<file path="config.mk">
export PLATFORM = sky130hd
export DESIGN_NAME = issue_buffer
export DESIGN_NICKNAME = d
export VERILOG_FILES = /design/src/source/issue_pkg.sv /design/src/source/issue_buffer.sv
export VERILOG_INCLUDE_DIRS = /design/src /design/src/source
export SDC_FILE = /design/constraint.sdc
export NUM_CORES = 1
export LEC_CHECK = 0
export ABC_AREA = 0
export ABC_CLOCK_PERIOD_IN_PS = 4800
export BUFFER_PORTS_ARGS = -buffer_cell sky130_fd_sc_hd__buf_2
export CAP_MARGIN = 10
export CORE_AREA = 2 2 209 365
export DETAILED_ROUTE_END_ITERATION = 7
export DIE_AREA = 0 0 211 367
export MAX_ROUTING_LAYER = met4
export PLACE_DENSITY = 0.49
export SYNTH_ARGS = -nofsm -noshare
export SYNTH_HDL_FRONTEND = slang
export SYNTH_SLANG_ARGS = --single-unit
</file>
<file path="constraint.sdc">
create_clock -name clk -period 4.8 [get_ports clk]
set_clock_uncertainty 0.05 [all_clocks]
set_input_delay 0.48 -clock clk [delete_from_list [all_inputs] [get_ports clk]]
set_output_delay 0.48 -clock clk [all_outputs]
set_load 0.01 [all_outputs]
</file>
<file path="src/source/issue_consts.svh">
`ifndef ISSUE_CONSTS_SVH
`define ISSUE_CONSTS_SVH

////////////////////////////////////////////////////////////////////////////
// Datapath widths
////////////////////////////////////////////////////////////////////////////

`define XLEN      32    // Data word
`define NREG      32    // Architectural registers
`define REG_AW    5     // Register address bits
`define TAG_W     8     // Program order tag

////////////////////////////////////////////////////////////////////////////
// Issue buffer geometry
////////////////////////////////////////////////////////////////////////////

// Pair entries, kept a power of two so the pointers wrap on their own
`define BUF_DEPTH 4
`define BUF_AW    2     // Pointer bits
`define BUF_CW    3     // Count bits, holds 0 to BUF_DEPTH

`endif

</file>
<file path="src/source/issue_pkg.sv">
`include "issue_consts.svh"

package issue_pkg;

    typedef logic [`XLEN-1:0]   data_t;
    typedef logic [`REG_AW-1:0] reg_addr_t;
    typedef logic [`TAG_W-1:0]  tag_t;
    typedef logic [`BUF_AW-1:0] buf_ptr_t;
    typedef logic [`BUF_CW-1:0] buf_cnt_t;

    // SLL and SRL form the shift class, lane A only
    typedef enum logic [3:0] {
        OP_ADD, OP_SUB, OP_AND, OP_OR, OP_XOR, OP_SLT, OP_SLL, OP_SRL
    } alu_op_e;

    typedef enum logic {SRC_REG, SRC_IMM} src_sel_e;    // Second operand source

    typedef struct packed {
        logic      valid;
        tag_t      tag;
        alu_op_e   op;
        src_sel_e  src2_sel;
        reg_addr_t rs1;
        reg_addr_t rs2;
        reg_addr_t rd;
        logic      rd_we;
        data_t     imm;
    } dec_inst_t;

    typedef struct packed {
        dec_inst_t slot1;   // Younger
        dec_inst_t slot0;   // Older
    } dec_pair_t;

    typedef struct packed {
        dec_inst_t inst;
        data_t     rs1_val;
        data_t     rs2_val;
    } lane_inst_t;

    typedef struct packed {
        lane_inst_t lane_a;
        lane_inst_t lane_b;
        logic       swapped;    // Lane B holds the older one
    } issue_bundle_t;

    typedef struct packed {
        logic      valid;
        tag_t      tag;
        reg_addr_t rd;
        logic      we;
        data_t     result;
    } ret_lane_t;

    typedef struct packed {
        ret_lane_t lane_a;
        ret_lane_t lane_b;
        logic      swapped;
    } ret_bundle_t;

    // Destinations still to be written by one stage
    typedef struct packed {
        logic [1:0]      we;
        reg_addr_t [1:0] rd;
    } pend_t;

endpackage

</file>
<file path="src/source/issue_buffer.sv">
`timescale 1ns/1ps
`include "issue_consts.svh"

module issue_buffer import issue_pkg::*; (
    input  logic      clk,
    input  logic      rstn,
    input  logic      i_dec_req,
    output logic      o_dec_ack,
    input  dec_pair_t i_dec_pair,
    input  logic      i_flush,
    input  logic [1:0] i_pop,
    output dec_pair_t o_head,
    output logic      o_head_valid
);

    dec_pair_t mem [`BUF_DEPTH];
    buf_ptr_t  wr_ptr;
    buf_ptr_t  rd_ptr;
    buf_cnt_t  count;
    logic      full;
    logic      capture;
    logic      push;
    logic      pop_all;
    logic      pop_old;

    ////////////////////////////////////////////////////////////////////////////
    // Four-phase receiver
    ////////////////////////////////////////////////////////////////////////////

    assign full = (count == buf_cnt_t'(`BUF_DEPTH));

    // Fresh request only; a flush frees the room for a waiting one
    assign capture = i_dec_req && !o_dec_ack && (!full || i_flush);
    assign push    = capture && !i_flush;      // Flushed pair is acked but dropped

    assign pop_all = (i_pop == 2'd2) && !i_flush;
    assign pop_old = (i_pop == 2'd1) && !i_flush;

    always_ff @(posedge clk or negedge rstn) begin
        if (!rstn) begin
            o_dec_ack <= 1'b0;
        end else if (capture) begin
            o_dec_ack <= 1'b1;
        end else if (!i_dec_req) begin
            o_dec_ack <= 1'b0;                 // Source dropped req, close
        end
    end

    ////////////////////////////////////////////////////////////////////////////
    // Circular pair queue
    ////////////////////////////////////////////////////////////////////////////

    always_ff @(posedge clk or negedge rstn) begin
        if (!rstn) begin
            wr_ptr <= '0;
            rd_ptr <= '0;
            count  <= '0;
        end else if (i_flush) begin
            wr_ptr <= '0;
            rd_ptr <= '0;
            count  <= '0;
        end else begin
            if (push) begin
                wr_ptr <= wr_ptr + 1'b1;
            end
            if (pop_all) begin
                rd_ptr <= rd_ptr + 1'b1;
            end
            count <= count + buf_cnt_t'(push) - buf_cnt_t'(pop_all);
        end
    end

    // Push and partial pop never share an entry, full blocks the push
    always_ff @(posedge clk) begin
        if (push) begin
            mem[wr_ptr] <= i_dec_pair;
        end
        if (pop_old) begin
            mem[rd_ptr].slot0       <= mem[rd_ptr].slot1;   // Younger moves up
            mem[rd_ptr].slot1.valid <= 1'b0;
        end
    end

    assign o_head       = mem[rd_ptr];
    assign o_head_valid = (count != '0);

endmodule

</file>
**After elaboration in Yosys (flattened, before gate mapping)**

Memories as Yosys holds them, arrays and structs flattened.
Cells that the tools add are included.

- Output and inout bits: 126
- Memories kept: 1
- Bits in writable memories: 496
- Register bits: 8

Memories:

| name | words | width | read ports | clocked after Yosys merged registers in | wr ports | line | RTL |
|---|---|---|---|---|---|---|---|
| mem | 4 | 124 | 1 | 0 | 2 | issue_buffer.sv:16 | `` dec_pair_t mem [`BUF_DEPTH]; `` |

- Equality and inequality tests: 4
- Reduce and logical (&&, ||, !) cells: 12
- Add/sub/neg operators: 4
- Mux-type cells: 11

Operators with widths:

| kind | number |
|---|---|
| $mux W2 | 4 |
| $mux W1 | 6 |
| $logic_and A1 B1 Y1 | 5 |
| $add A2 B1 Y2 const B | 2 |
| $reduce_bool A2 Y1 | 2 |
| $add A3 B1 Y3 | 1 |
| $eq A3 B3 Y1 const B | 1 |
| $logic_not A1 Y1 | 3 |
| $mux W3 | 1 |
| $reduce_bool A3 Y1 | 1 |
| $sub A3 B1 Y3 | 1 |
| $eq A2 B1 Y1 const B | 1 |
| $eq A2 B2 Y1 const B | 1 |
| $ne A2 B1 Y1 const B | 1 |
| $logic_or A1 B1 Y1 | 1 |

**Longest topological paths before layout**

- Word-level depth: 8
- Gate-level depth with buffers: 11

**Worst setup path before layout**

OpenSTA, ideal clock, no wires.

- Kind: register to register
- Start point: reg rd_ptr[0]
- End point: mem mem[2][0] (netlist bit) (enable)
- Setup slack: 1408 ps
- Cell stages (with the launch flop): 10
- Data arrival time: 2662 ps
- Period minus slack after synthesis: 3392 ps
- Cells stage by stage: dfrtp_1 > buf_6 > buf_6 > buf_4 > inv_1 > ha_1 > nand4bb_1 > buf_4 > buf_2 > nand2_1

RTL lines:

| what | line | RTL |
|---|---|---|
| start, declared | issue_buffer.sv:18 | `buf_ptr_t rd_ptr;` |
| start signal, assigned | issue_buffer.sv:67 | `rd_ptr <= rd_ptr + 1'b1;` |
| end, declared | issue_buffer.sv:16 |  |

==> summary.md <==
| Metric | Value |
|---|---|
| Layout cell share with drive strength beyond 1 | 26.84% |
| Post-CTS setup buffer count | 0 |
| Clk pin slew, worst setup/hold paths | 0.06 ns |
| Synth async-reset ratio | 1.587% |
| Core area | 74720 µm² |
| DRT Wirelength | 72.08 mm |
| # DRC | 0 |
| Critical Path, Cell by Cell | buf_12, mux4_1, buf_2 |
| Max Slew Vio Count | 0 |
| Total power | 9.869 mW |
| H-tree Lvls | 2 |
| Area Growth Syn to Fin | 16.93% |
| Static Leakage | 9.230 nW |
| Post-synthesis sequential area ratio | 67.85% |
| Placed Area | 24310 µm² |
| Share of the synthesized area in the top cell type | 66.58% |
| Peak VDD IR | 163.2 µV |
| Tcrit/Tclk final | 78.55% |
| Setup crit end kind | output port |
| Die area | 77440 µm² |
| Power share of the clock group | 39.1% |
| Min-delay src | i_dec_pair[86] |
| Critical path type | reg2out |
| Post-synth top area cell | edfxtp_1 |
| Seq cells post-synth | 504 |
| Mapped cell area | 22190 µm² |
| Placed cell count | 2664 |
| NetSw | 2.360 mW |
| First-pass GRT wire length | 103.8 mm |
| Ranking of synthesized cells by area | edfxtp_1 (67%), mux4_2 (12%), nand2_1 (8.5%), o21ai_1 (3.6%), o21ai_0 (2.2%) |
| RSZ-0062 raised after global routing | false |
| Initial DRC Count | 1219 |
| Die Span X | 211 µm |
| Nature of the critical path startpoint | flip-flop |
| Crit path arrival time | 3.24 ns |
| Setup violators final | 0 |
| Std-Cell Rows | 133 |
| WP buf/inv | 2 |
| Vias in the first global route | 15.32k |
| Internal power | 7.509 mW |
| Post-synthesis cell type count | 37 |
| Port Buffers | 255 |
| Via-to-Cell Ratio | 5.205 |
| Num CTS Buffers | 48 |
| Max Cap Violations | 0 |
| Post-detail-place hpwl | 40.64 mm |
| Crit path max fanout | 95 |
| Minimum clock period after layout | 3.770 ns |
| Critical R2R Capture | mem[1][23] |
| Number of cells on the worst reg-to-reg path | 3 |
| Pin count of the biggest net entering global routing | 96 |
| Fin cells | 2774 |
| Slew @ Worst Pin | 1.231 ns |
| F_max | 265.2 MHz |
| Routed Antenna Nets | 0 |
| Worst Path Required | 4.27 ns |
| Ys Warns | 0 |
| Pwr dens | 380.4 nW/µm² |
| Overflow after GRT | 0 |
| Hold Path Sink | mem[2][86] |
| Number of synthesized flops with an enable pin | 492 |
| FILL cells | 7180 |
| Die height | 367 µm |
| Average wire per standard cell | 25.98 µm |
| Post-route setup TNS | 0 ns |
| Antenna violations before repair | 30 |
| GR Util All Layers | 19.05% |
| HP Class | in2reg |
| Hold_ws | 0.05663 ns |
| Outcome | complete, no violations |
| # IOs | 256 |
| Final nets | 1912 |
| Syn nets | 1701 |
| Flop pwr share | 50.6% |
| Worst path slowest cell | dfrtp_4 |
| Top post-synthesis cells by count | nand2_1 (504), edfxtp_1 (492), o21ai_1 (158), mux4_2 (123), o21ai_0 (96) |
| CTS resizes | 0 |
| TritonRoute pass-1 iters | 5 |
| Comb power frac | 10.3% |
| Cell area after layout | 25940 µm² |
| CTS tree | done |
| Reg area | 15060 µm² |
| Post-Syn Instances | 1560 |
| Most common flop cell mapped by yosys | edfxtp_1 |
| Worst-Skew Late Latency | 0.59 ns |
| Hold Crit Depth | 1 |
| Switching Fraction | 23.92% |
| Fin. Hold Viols | 0 |
| Area of the multi-input gates | 6603 µm² |
| Post-Syn Area per Cell | 14.22 µm² |
| Slew headroom | 17.92% |
| R2r startpoint | rd_ptr[0] |
| CTS Buffer Depth | 3 |
| Stages on the worst setup path | 3 |
| Crit path largest cell delay | 0.91 ns |
| Clock Sinks | 504 |
| CP delay by family, top | buffers and inverters |
| DR vias | 14.44k |
| Root Driver | clkbuf_16 |
| Initial Util | 29.70% |
| FF-to-FF setup slack | 1.37 ns |
| Final GP Congestion | 0.7462 |
| Count leader, synth | nand2_1 |
## per-stage QoR
| step | util, % | setup slack (ns) |
|---|---|---|
| finish | 34.72 | 1.030 |
| global route | 34.71 | 0.7456 |
| CTS | 34.62 | 0.8584 |
| detailed placement | 32.54 | 1.287 |
| global placement | 32.54 | 1.285 |
| floorplan | - | 1.408 |
## worst max path at each step
stage                    from    endpoint  slack [ns]
floorplan           rd_ptr[0]   mem[2][0]        1.41
global placement    rd_ptr[0]  mem[1][12]        1.28
detailed placement  rd_ptr[0]   mem[1][5]        1.29
CTS                 rd_ptr[0]  o_head[92]        0.86
global route        rd_ptr[0]  o_head[92]        0.75
finish              rd_ptr[0]  o_head[92]        1.03
## state kept, by name, summed over array words and instances (netlist names)
name	count
o_dec_ack	1
count	3
mem	496
wr_ptr	2
rd_ptr	2
## power by group through the flow
stage,clock network [mW],logic [mW],registers [mW]
after floorplan,0,0.592,5.07
after global placement,0,1.02,5.09
after detailed placement,0,1.03,5.10
after CTS,3.94,1.04,5.00
after global routing,4.08,1.10,5.01
final,3.86,1.01,5.00
## per-layer routing
layer	vias up	wire (µm)	global-route usage, %
met5	-	0	-
met4	0	2444	7.300
met3	157	6389	4.307
met2	715	36690	32.08
met1	7311	26550	22.04
li1	6257	-	-
## cells in the final DEF, fill, tap and decap left out, drive strengths merged
cell,instances
a21oi,2
and4bb,4
buf,271
bufinv,6
clkbuf,57
clkinv,19
clkinvlp,3
dfrtp,8
dfxtp,4
diode,22
dlygate4sd3,1
edfxtp,492
fa,1
ha,10
inv,12
mux2i,1
mux4,124
nand2,508
nand2b,1
nand4,4
nand4bb,4
nor2,4
nor2b,3
nor3,1
nor3b,1
nor4bb,4
o21ai,254
o31a,1
or3,2
or3b,2
xnor2,2
xor2,1
## kinds of logic after synthesis
kind of cell	count (synthesis)	synth area share [%]
xor gates and xnor gates	3	0.1184
buffers and inverters	122	3.141
adders and majority gates	11	0.6541
muxes	125	12.65
AOI/OAI and AO/OA	257	5.814
DFF	504	67.85
and+or+nand+nor	538	9.778
## final cells by class
type | count | area share (%)
Timing Repair Buffer | 272 | 5.565
Clock buffer | 57 | 4.842
Antenna cell | 22 | 0.2122
Multi-Input combinational cell | 934 | 25.45
Tap cell | 945 | 4.557
Inverter | 11 | 0.1977
Sequential cell | 504 | 58.05
Clock inverter | 29 | 1.124
## what timing repair did
| item | CTS | global route |
|---|---|---|
| hold buffers | 1 | 0 |
| hold endpoints to repair | 8 | 0 |
| setup endpoints to repair | 0 | 0 |
Power figures use the tool's default switching activity.
