`src/source/issue_consts.svh`:
```
`ifndef ISSUE_CONSTS_SVH
`define ISSUE_CONSTS_SVH

////////////////////////////////////////////////////////////////////////////
// Datapath widths
////////////////////////////////////////////////////////////////////////////

`define XLEN      32    // Data word
`define NREG      32    // Architectural registers
`define REG_AW    5     // Register address bits
`define TAG_W     8     // Program order tag

////////////////////////////////////////////////////////////////////////////
// Issue buffer geometry
////////////////////////////////////////////////////////////////////////////

// Pair entries, kept a power of two so the pointers wrap on their own
`define BUF_DEPTH 4
`define BUF_AW    2     // Pointer bits
`define BUF_CW    3     // Count bits, holds 0 to BUF_DEPTH

`endif

```
`src/source/issue_pkg.sv`:
```
`include "issue_consts.svh"

package issue_pkg;

    typedef logic [`XLEN-1:0]   data_t;
    typedef logic [`REG_AW-1:0] reg_addr_t;
    typedef logic [`TAG_W-1:0]  tag_t;
    typedef logic [`BUF_AW-1:0] buf_ptr_t;
    typedef logic [`BUF_CW-1:0] buf_cnt_t;

    // SLL and SRL form the shift class, lane A only
    typedef enum logic [3:0] {
        OP_ADD, OP_SUB, OP_AND, OP_OR, OP_XOR, OP_SLT, OP_SLL, OP_SRL
    } alu_op_e;

    typedef enum logic {SRC_REG, SRC_IMM} src_sel_e;    // Second operand source

    typedef struct packed {
        logic      valid;
        tag_t      tag;
        alu_op_e   op;
        src_sel_e  src2_sel;
        reg_addr_t rs1;
        reg_addr_t rs2;
        reg_addr_t rd;
        logic      rd_we;
        data_t     imm;
    } dec_inst_t;

    typedef struct packed {
        dec_inst_t slot1;   // Younger
        dec_inst_t slot0;   // Older
    } dec_pair_t;

    typedef struct packed {
        dec_inst_t inst;
        data_t     rs1_val;
        data_t     rs2_val;
    } lane_inst_t;

    typedef struct packed {
        lane_inst_t lane_a;
        lane_inst_t lane_b;
        logic       swapped;    // Lane B holds the older one
    } issue_bundle_t;

    typedef struct packed {
        logic      valid;
        tag_t      tag;
        reg_addr_t rd;
        logic      we;
        data_t     result;
    } ret_lane_t;

    typedef struct packed {
        ret_lane_t lane_a;
        ret_lane_t lane_b;
        logic      swapped;
    } ret_bundle_t;

    // Destinations still to be written by one stage
    typedef struct packed {
        logic [1:0]      we;
        reg_addr_t [1:0] rd;
    } pend_t;

endpackage

```
`src/source/issue_select.sv`:
```
`timescale 1ns/1ps

module issue_select import issue_pkg::*; (
    input  logic            clk,
    input  logic            rstn,
    input  dec_pair_t       i_head,
    input  logic            i_head_valid,
    output logic [1:0]      o_pop,
    output reg_addr_t [3:0] o_raddr,
    input  data_t [3:0]     i_rdata,
    input  pend_t           i_exe_pend,
    input  logic            i_exe_ready,
    input  logic            i_flush,
    output issue_bundle_t   o_issue,
    output logic            o_issue_valid
);

    issue_bundle_t issue_q;
    issue_bundle_t issue_d;
    logic          issue_vld_q;
    pend_t         own_pend;
    pend_t         old_pend;
    dec_inst_t     old_i;
    dec_inst_t     yng_i;
    lane_inst_t    lane_old;
    lane_inst_t    lane_yng;
    logic          old_ok;
    logic          yng_ok;
    logic          swap;
    logic          can_load;
    logic          fire;

    function automatic logic is_shift(input alu_op_e op);
        return (op == OP_SLL) || (op == OP_SRL);
    endfunction

    function automatic logic pend_hit(input pend_t p, input reg_addr_t r);
        return (r != '0) && ((p.we[0] && (p.rd[0] == r)) || (p.we[1] && (p.rd[1] == r)));
    endfunction

    // RAW check of one instruction against one stage
    function automatic logic blocked(input dec_inst_t d, input pend_t p);
        return pend_hit(p, d.rs1) || ((d.src2_sel == SRC_REG) && pend_hit(p, d.rs2));
    endfunction

    ////////////////////////////////////////////////////////////////////////////
    // Hazard, split and lane swap
    ////////////////////////////////////////////////////////////////////////////

    assign old_i = i_head.slot0;
    assign yng_i = i_head.slot1;

    // Own destinations, still in the issue register
    always_comb begin
        own_pend.we[0] = issue_vld_q && issue_q.lane_a.inst.valid && issue_q.lane_a.inst.rd_we;
        own_pend.we[1] = issue_vld_q && issue_q.lane_b.inst.valid && issue_q.lane_b.inst.rd_we;
        own_pend.rd[0] = issue_q.lane_a.inst.rd;
        own_pend.rd[1] = issue_q.lane_b.inst.rd;
    end

    assign old_pend.we = {1'b0, old_i.rd_we};   // Older slot seen as a producer
    assign old_pend.rd = {old_i.rd, old_i.rd};

    assign old_ok = i_head_valid && old_i.valid
                 && !blocked(old_i, own_pend) && !blocked(old_i, i_exe_pend);
    assign yng_ok = old_ok && yng_i.valid
                 && !blocked(yng_i, own_pend) && !blocked(yng_i, i_exe_pend)
                 && !blocked(yng_i, old_pend)
                 && !(is_shift(old_i.op) && is_shift(yng_i.op));

    assign swap     = yng_ok && is_shift(yng_i.op) && !is_shift(old_i.op);
    assign can_load = !issue_vld_q || i_exe_ready;   // Free or moving on
    assign fire     = can_load && old_ok && !i_flush;

    always_comb begin
        if (fire) begin
            o_pop = (yng_i.valid && !yng_ok) ? 2'd1 : 2'd2;    // Split leaves the younger
        end else if (!i_flush && i_head_valid && !old_i.valid) begin
            o_pop = 2'd2;                                      // Empty entry, discard
        end else begin
            o_pop = 2'd0;
        end
    end

    ////////////////////////////////////////////////////////////////////////////
    // Operand read and lane assembly
    ////////////////////////////////////////////////////////////////////////////

    assign o_raddr = {yng_i.rs2, yng_i.rs1, old_i.rs2, old_i.rs1};

    always_comb begin
        lane_old.inst       = old_i;
        lane_old.inst.valid = fire;
        lane_old.rs1_val    = i_rdata[0];
        lane_old.rs2_val    = i_rdata[1];
        lane_yng.inst       = yng_i;
        lane_yng.inst.valid = fire && yng_ok;
        lane_yng.rs1_val    = i_rdata[2];
        lane_yng.rs2_val    = i_rdata[3];
        issue_d.lane_a      = swap ? lane_yng : lane_old;
        issue_d.lane_b      = swap ? lane_old : lane_yng;
        issue_d.swapped     = swap;
    end

    always_ff @(posedge clk or negedge rstn) begin
        if (!rstn) begin
            issue_vld_q <= 1'b0;
            issue_q     <= '0;
        end else if (i_flush) begin
            issue_vld_q               <= 1'b0;
            issue_q.lane_a.inst.valid <= 1'b0;
            issue_q.lane_b.inst.valid <= 1'b0;
        end else if (can_load) begin
            issue_vld_q <= fire;
            issue_q     <= issue_d;
        end
    end

    assign o_issue       = issue_q;
    assign o_issue_valid = issue_vld_q && !i_flush;    // Nothing moves on a flush

endmodule

```
`config.mk`:
```
export PLATFORM = sky130hd
export DESIGN_NAME = issue_select
export DESIGN_NICKNAME = d
export VERILOG_FILES = /design/src/source/issue_pkg.sv /design/src/source/issue_select.sv
export VERILOG_INCLUDE_DIRS = /design/src /design/src/source
export SDC_FILE = /design/constraint.sdc
export NUM_CORES = 1
export LEC_CHECK = 0
export BUFFER_PORTS_ARGS = -buffer_cell sky130_fd_sc_hd__buf_2
export CORE_AREA = 2 2 214 216
export CTS_BUF_LIST = sky130_fd_sc_hd__clkbuf_8
export CTS_CLUSTER_DIAMETER = 200
export DETAILED_ROUTE_END_ITERATION = 10
export DIE_AREA = 0 0 216 218
export HOLD_SLACK_MARGIN = 0.15
export PLACE_DENSITY_LB_ADDON = 0.25
export SLEW_MARGIN = 25
export SYNTH_ARGS = -nofsm -noshare
export SYNTH_HDL_FRONTEND = slang
export SYNTH_SLANG_ARGS = --single-unit
```
`constraint.sdc`:
```
create_clock -name clk -period 3.2 [get_ports clk]
set_clock_uncertainty 0.1 [all_clocks]
set_input_delay 0.64 -clock clk [delete_from_list [all_inputs] [get_ports clk]]
set_output_delay 0.64 -clock clk [all_outputs]
set_load 0.005 [all_outputs]
```
# == Word level (Yosys, flattened, before mapping) ==
# Cells that the tools add are included.
# word_totals
inputBits,269
ff_bits,254
output_inout_bits,276
wordCells,147
# classes
bitwise,3
n_eq_ne,22
n_reduce_logical,88
mux,10
# op_table
op,count
253-bit two-way mux,1
126-bit two-way mux,2
5-bit == test,18
1-bit logical AND,55
5-bit nonzero test,4
"4-bit by 3-bit == test with 1-bit output, second input constant",4
1-bit logical OR,16
1-bit logical NOT,11
2-bit two-way mux,3
1-bit two-way mux,4
1-bit inverter,3
2-bit AND reduction,1
2-bit nonzero test,1

# == Depth between registers and ports, before layout ==
# Gate-level depths: netlist of run 1.
# depth
depth_word,20
ltp_mapped,11
ltp_nobuf,7

# == Worst setup path before layout of run 1 ==
# Ideal clock, no wire load.
# synth_path
path_type,in2out
from,in i_head[102] (netlist name)
to,out o_pop[1]
arrival_time_ns,2.576
cell_stages,9
n_path_buf,2
slack_ns,-0.116
required_time_ns,2.460
path_cell_list,buf_4 xor2_1 or4_1 nor3_1 a31oi_1 a211oi_2 buf_2 nor2_1 o311a_1
# synth_via
elab_chain_cells,15
elab_cells_between_ends,33
cone_classes,5 x eq/ne; 2 x mux; 26 x reduce/logical
# synth_lines
element,line_no,rtl
start: declaration,issue_select.sv:6,"input dec_pair_t i_head,"
5-bit == test,issue_select.sv:38,return (r != '0) && ((p.we[0] && (p.rd[0] == r)) || (p.we[1] && (p.rd[1] == r)));
1-bit logical AND,issue_select.sv:38,
1-bit logical OR,issue_select.sv:38,
1-bit logical AND,issue_select.sv:38,
1-bit logical AND,issue_select.sv:43,"return pend_hit(p, d.rs1) || ((d.src2_sel == SRC_REG) && pend_hit(p, d.rs2));"
1-bit logical OR,issue_select.sv:43,
1-bit logical NOT,issue_select.sv:67,"&& !blocked(yng_i, own_pend) && !blocked(yng_i, i_exe_pend)"
1-bit logical AND (2 in series),issue_select.sv:67,
1-bit logical AND (*),issue_select.sv:68,"&& !blocked(yng_i, old_pend)"
1-bit logical AND (*),issue_select.sv:69,&& !(is_shift(old_i.op) && is_shift(yng_i.op));
1-bit logical NOT (*),issue_select.sv:77,o_pop = (yng_i.valid && !yng_ok) ? 2'd1 : 2'd2;
1-bit logical AND (*),issue_select.sv:77,
2-bit two-way mux (*),issue_select.sv:77,
2-bit two-way mux (*),issue_select.sv:76,if (fire) begin
end: declaration,issue_select.sv:8,"output logic [1:0] o_pop,"
# Mark *: on every way between the ends. The rest lies on a longest branch, timed or not.

# == Worst setup path in the final report of run 1 ==
# layout_path
from,reg issue_q (netlist bit o_issue[100])
to,out o_pop[1]
# layout_via
elab_chain_cells,18
elab_cells_between_ends,35
cone_classes,4 x eq/ne; 2 x mux; 29 x reduce/logical
# layout_lines
element,line_no,rtl
start: declaration,issue_select.sv:18,issue_bundle_t issue_q;
start signal: assignment,issue_select.sv:115,issue_q <= issue_d;
5-bit == test,issue_select.sv:38,
1-bit logical AND,issue_select.sv:38,
1-bit logical OR,issue_select.sv:38,
1-bit logical AND,issue_select.sv:38,
1-bit logical AND,issue_select.sv:43,
1-bit logical OR,issue_select.sv:43,
1-bit logical NOT,issue_select.sv:65,"&& !blocked(old_i, own_pend) && !blocked(old_i, i_exe_pend);"
1-bit logical AND (2 in series),issue_select.sv:65,
1-bit logical AND,issue_select.sv:66,assign yng_ok = old_ok && yng_i.valid
1-bit logical AND (2 in series),issue_select.sv:67,
1-bit logical AND,issue_select.sv:68,
1-bit logical AND,issue_select.sv:69,
1-bit logical NOT,issue_select.sv:77,
1-bit logical AND,issue_select.sv:77,
2-bit two-way mux,issue_select.sv:77,
2-bit two-way mux (*),issue_select.sv:76,
# Marks and branches as above.

==> results by group, run 1 <==
Outcome
  – Status: finished with violations
  – Failing checks: negative setup slack

Clocking
  – CTS tree: yes
  – CTS buffer count: 49
  – Reg clk slew, reported paths: 0.06 ns
  – Clock Latency Late Sink: 0.63 ns
  – H-tree levels: 2
  – CTS max path bufs: 3
  – CTS root buf: clkbuf_8
  – CTS Sinks: 254

Global routing
  – Vias in the first global route: 18800
  – GR Util met2: 47.9%
  – Busiest grt layer: met2
  – Largest net degree at the start of global routing: 162
  – M3 GR Usage: 7.48%
  – Gr ovfl total: 0
  – First-pass GRT wire length: around 110 mm
  – Met1 Use GR: 37.3%
  – Tot GR Track Use: 29.4%
  – Antenna violations before repair: 10

Yosys
  – Register area share after synthesis: 37.9%
  – Synthesized cell area: 16800 sq um
  – Post-synth EDFFs: 0
  – Post-synth top flop: dfrtp_1
  – Cell taking the most area after synthesis: dfrtp_1
  – Netlist cell types: 39
  – Synth top area cells: dfrtp_1 38%, a41oi_1 13%, o31ai_1 11%, and2_1 9.1%, a21oi_1 7.4%
  – Synth Instances: 1969
  – Mean post-synth cell area: 8.52 sq um
  – Syn nets: ~2200
  – Post-synthesis register bit count: 254
  – Ys async rst share: 100%
  – Yosys warns: 0
  – Synth top area share: 37.9%

Cells and area
  – Multi-input logic area: 9200 sq um
  – Register area: ~6400 sq um
  – Filler cell count: 4179
  – Share of layout cells above drive strength 1: between 20% and 30%
  – Most frequent cells in the layout: 543 x buf_2, 253 x nor2_1, 249 x dfrtp_1
  – Final #Nets: 2864
  – Final design utilization: 52.3%
  – Most common cell after layout, fill and taps aside: buf_2
  – Area grow syn2layout: 40.1%

Hold path
  – HP Class: in -> reg

Power
  – Cell Pwr Density: 420 nW/um^2
  – VDD IR max: 0.000345 V
  – LEAKAGE: around 0.01 uW
  – Total Power: 9880 uW

Timing
  – Slew at the pin closest to its max-slew limit: ~0.82 ns
  – Fmax: between 200 and 300 MHz
  – Slew margin rel.: 45.5%
  – Final Hold Viols: 0
  – RSZ-0062 raised after global routing: true
  – Min Tclk post-route: 3.55 ns
  – Final setup fails: 2
  – Worst setup margin: -0.355 ns
  – Pins Over Slew Limit: 0
  – Final Cycle Share: 111%

Routing
  – Vias: approximately 19000
  – Total wire length: approximately 72 mm
  – Vias per inst: 5.86
  – # DRC: 0
  – Antenna Nets Post-Route: 0
  – Starting DRT DRC Count: approximately 2000
  – WL/cell: 22.2 um
  – DR pass1 iterations: 8

Critical path
  – Crit path required time: approximately 2.5 ns
  – Type of origin of the critical path: flop
  – Bufs and invs on worst path: 1
  – CP max stage cell: or4_4
  – Peak fanout along the critical path: 2
  – Critical path cell sequence: xor2_1 -> or4_4 -> nor3_4 -> a31oi_2 -> a211oi_4 -> nor2_4 -> o311a_1 -> buf_2
  – Worst Setup End Kind: output port
  – Crit path DAT: around 2.8 ns
  – Max incr delay on CP: 0.55 ns
  – CP Class: reg -> out
  – CP delay by family, top: simple AND/OR/NAND/NOR gates

Placed design
  – Place WS: -0.292 ns
  – Dpl hpwl: 46.4 mm
  – IO Port Bufs: 544
  – Placer Congestion: about 0.89

Floorplan
  – Core area: about 45000 sq um
  – Row Count: 78
  – Die height: 218 um
  – Die Area: 47100 sq um
  – Chip width: about 220 um
  – Initial Util: 37.4%
  – Top-level port count: approximately 550

Run
  – Max-cap viol count: 0
-- logic make-up after synthesis --
logic type,count (synthesis),synth area share (%)
and+or+nand+nor,572,17.2
AOI/OAI and AO/OA,753,32.0
xor gates and xnor gates,90,4.70
buffers and inverters,300,8.28
DFF,254,37.9
-- cell usage after synthesis (9+ instances only) --
cell      count
nor2_1      255
dfrtp_1     254
a21oi_1     248
and2_1      245
o31ai_1     243
a41oi_1     242
clkbuf_1    177
buf_2        66
xor2_1       58
buf_4        44
xnor2_1      32
nand2_1      16
nand3_1      16
nor4_1       16
nand4_1       9
-- state kept, by name (all words and copies together), names as in the netlist --
register / count
o_issue: 253
issue_vld_q: 1
-- worst min-delay path, cell delays in order --
cell,delay [ns]
buf_2,0.12
o31ai_1,0.06
a21oi_1,0.06
-- final timing paths --
kind,startpoint,end,slack [ns],cells past startpoint
setup / recovery,o_issue[100],o_pop[1],-0.35,8
hold / removal,i_rdata[85],o_issue[54],0.20,3
setup reg to reg,o_issue[100],o_issue[38],0.19,11
hold reg to reg,o_issue[115],o_issue[115],0.38,2
max in group asynchronous,rstn,o_issue[74],1.63,3
min in group asynchronous,rstn,o_issue[120],0.46,2
-- cell type report --
cell class | instances | share of cell area (%)
timing repair buffer | 871 | 26.0
sequential | 254 | 27.1
inverter | 4 | 0.0639
multi-input combinational | 1415 | 39.1
antenna | 8 | 0.0852
clock inverter | 26 | 0.708
clock buffer | 64 | 3.75
tap | 600 | 3.19
-- routing by layer --
layer	vias to the layer above	wire (um)
met1	9266	28900
met4	6	2790
met3	168	6380
li1	8564	-
met2	994	33900
met5	-	34
-- repair_timing --
action / 4_1_cts / 5_1_grt
hold buffers: 200 / 0
gates resized for setup: 13 / 7
endpoints found under the setup margin: 2 / 2
buffers inserted: 2 / 7
pin swaps: 6 / 4
hold endpoints to repair: 269 / 0
-- through the flow --
stage               area (sq um)  TNS, ns  std cells  hold WS, ns
floorplan                  16800        0       1969        0.244
global placement           20300    -3.84       2935        0.359
detailed placement         20300    -7.33       2935        0.375
CTS                        23400   -0.819       3227        0.151
global route               23500   -0.916       3241        0.169
finish                     23500   -0.641       3242        0.197
-- power by group --
part           switching [uW]  internal (uW)  leakage (uW)
combinational            1410           1130       0.00636
sequential                243           3580       0.00284
clock                    1570           1950      0.000603
(Power assumes the default switching activity.)
==> run 2: changes to the inputs <==
--- a/config.mk
+++ b/config.mk
@@ -6,14 +6,15 @@
 export SDC_FILE = /design/constraint.sdc
 export NUM_CORES = 1
 export LEC_CHECK = 0
-export BUFFER_PORTS_ARGS = -buffer_cell sky130_fd_sc_hd__buf_2
-export CORE_AREA = 2 2 214 216
+export CORE_AREA = 2 2 210 212
 export CTS_BUF_LIST = sky130_fd_sc_hd__clkbuf_8
 export CTS_CLUSTER_DIAMETER = 200
 export DETAILED_ROUTE_END_ITERATION = 10
-export DIE_AREA = 0 0 216 218
+export DIE_AREA = 0 0 212 214
+export DONT_BUFFER_PORTS = 1
 export HOLD_SLACK_MARGIN = 0.15
 export PLACE_DENSITY_LB_ADDON = 0.25
+export SKIP_LAST_GASP = 1
 export SLEW_MARGIN = 25
 export SYNTH_ARGS = -nofsm -noshare
 export SYNTH_HDL_FRONTEND = slang
==> run 2 against run 1 <==
Against the previous run:
- the run ends with negative hold slack, max-slew violations, negative setup slack left
- register-to-register slack better by 0.02 ns
- final cell count down 17%
- via count down 8.1%
==> results by group, run 2 (same netlist as run 1, synthesis figures left out) <==
Global routing
  – Tot GR Track Use: between 30% and 40%
  – Largest net degree at the start of global routing: 255
  – Gr ovfl total: 0
  – First-pass GRT wire length: 110 mm
  – Vias in the first global route: 17600
  – Antenna violations before repair: 2

Timing
  – Final setup fails: 2
  – Worst setup margin: -0.272 ns
  – Min Tclk post-route: 3.47 ns
  – Pins Over Slew Limit: 59
  – Final Cycle Share: 109%
  – Final Hold Viols: 254
  – RSZ-0062 raised after global routing: true
  – Fmax: 288 MHz
  – Slew at the pin closest to its max-slew limit: approximately 1.5 ns
  – Worst hold margin: -0.393 ns
  – Slew margin rel.: -2.20%

Critical path
  – Peak fanout along the critical path: 6
  – Worst Setup End Kind: output port
  – Reg2Reg Depth: 10
  – Critical path cell sequence: xor2_1 -> nor4_1 -> nand3_1 -> and3_1 -> a211oi_4 -> nor2_4 -> o311a_1
  – Crit path required time: roughly 2.5 ns
  – Max incr delay on CP: ~0.53 ns
  – RR Startpoint: o_issue[227]
  – CP max stage cell: dfrtp_1
  – Type of origin of the critical path: flop
  – Worst R2R Setup Slack: 0.21 ns
  – CP Class: reg -> out
  – R2R Path End: o_issue[84]
  – Crit path DAT: 2.73 ns

Routing
  – WL/cell: 26.6 um
  – Total wire length: between 70 and 80 mm
  – # DRC: 0
  – Vias: 17500
  – Vias per inst: 6.51
  – Antenna Nets Post-Route: 0
  – DR pass1 iterations: 5
  – Starting DRT DRC Count: 1876

Floorplan
  – Core area: 42900 sq um
  – Initial Util: 39.1%
  – Die height: ~210 um
  – Die Area: 45400 sq um
  – Chip width: 212 um
  – Top-level port count: 545
  – Row Count: 76

Power
  – Cell Pwr Density: 435 nW/um^2
  – LEAKAGE: roughly 0.0077 uW
  – Total Power: 9020 uW
  – VDD IR max: 0.000272 V

Cells and area
  – Area grow syn2layout: 23.7%
  – Most frequent cells in the layout: 253 x nor2_1, 253 x dlygate4sd3_1, 250 x dfrtp_1
  – Final design utilization: 48.4%
  – Final #Nets: between 2000 and 2500
  – Largest register FFs: 253
  – Share of layout cells above drive strength 1: under 10%
  – Filler cell count: 4059

Clocking
  – CTS Sinks: 254
  – CTS max path bufs: 3
  – CTS tree: yes
  – CTS root buf: clkbuf_8
  – H-tree levels: 2
  – Reg clk slew, reported paths: 0.06 ns
  – # hold bufs at CTS: 253
  – Clock Latency Late Sink: 0.63 ns
  – CTS buffer count: 48

Outcome
  – Failing checks: negative hold slack, max-slew violations, negative setup slack
  – Status: finished with violations

Placed design
  – Dpl hpwl: 41.8 mm
  – Placer Congestion: 0.883
  – IO Port Bufs: 0

Hold path
  – HP Class: in -> async

Run
  – Max-cap viol count: 0
[run 2: cell count changes in the layout (fill, tap and decap cells not counted), moves of 2 or more]
cell / delta
buf_2: -543
buf_12: -8
dlygate4sd3_1: +53
buf_6: -2
diode_2: -5
inv_1: +2
clkinv_2: -6
buf_4: -33
bufinv_16: -2
nor3_2: -2
[run 2: area by class of cell]
type                            instances  area (sq um)  share of cell area, %
Inverter                                4          15.0                 0.0723
Tap cell                              585           732                   3.53
Timing Repair Buffer                  337          3480                   16.7
Clock inverter                         22           103                  0.494
Clock buffer                           63           867                   4.18
Multi-Input combinational cell       1415          9200                   44.3
Sequential cell                       254          6360                   30.6
Antenna cell                            3          7.51                 0.0362
[run 2: report_power, final]
group | internal, uW | switching, uW
Combinational | 761 | 911
Clock | 1760 | 1570
Sequential | 3580 | 438
[run 2: layer usage]
layer / vias to the layer above / global-route usage [%] / part of all wire, %
met1: 8703 / 36.6 / 37
met3: 241 / 10.5 / 11
met2: 1023 / 48.6 / 47
met4: 0 / 14.9 / 5.0
li1: 7488 / - / -
met5: - / 0 / 0
[run 2: worst max-delay path by stage]
stage | end | depth (start not counted) | slack (ns) | from
2_1_floorplan | o_pop[1] | 9 | 0.004 | i_head[102]
3_3_place_gp | o_pop[1] | 7 | 0.08 | i_head[102]
3_5_place_dp | o_pop[1] | 7 | 0.13 | i_head[102]
4_1_cts | o_pop[1] | 7 | -0.32 | o_issue[126]
5_1_grt | o_pop[1] | 7 | -0.37 | issue_vld_q
6_report | o_pop[1] | 7 | -0.27 | o_issue[227]
[run 2: per-stage QoR]
step                instances  setup slack, ns  setup TNS (ns)  cell area, sq um  hold WS, ns
global route             2683           -0.374          -0.705             20800       -0.438
global placement         2336           0.0784               0             17100        0.251
floorplan                1969          0.00367               0             16800        0.244
finish                   2683           -0.272          -0.492             20800       -0.393
CTS                      2676           -0.316          -0.537             20700       -0.435
detailed placement       2336            0.131               0             17100        0.252
[run 2: worst max-delay path: cells and delay by family (launching register included)]
kind,cells,cell delay (ns)
compound gates,2,0.67
xor+xnor,1,0.22
flops,1,0.53
simple gates,4,0.68
[run 2: timing repair]
action	CTS	global route
endpoints found under the hold margin	507	254
resized for setup	8	8
buffers inserted	2	4
pin swaps	3	3
endpoints found under the setup margin	2	2
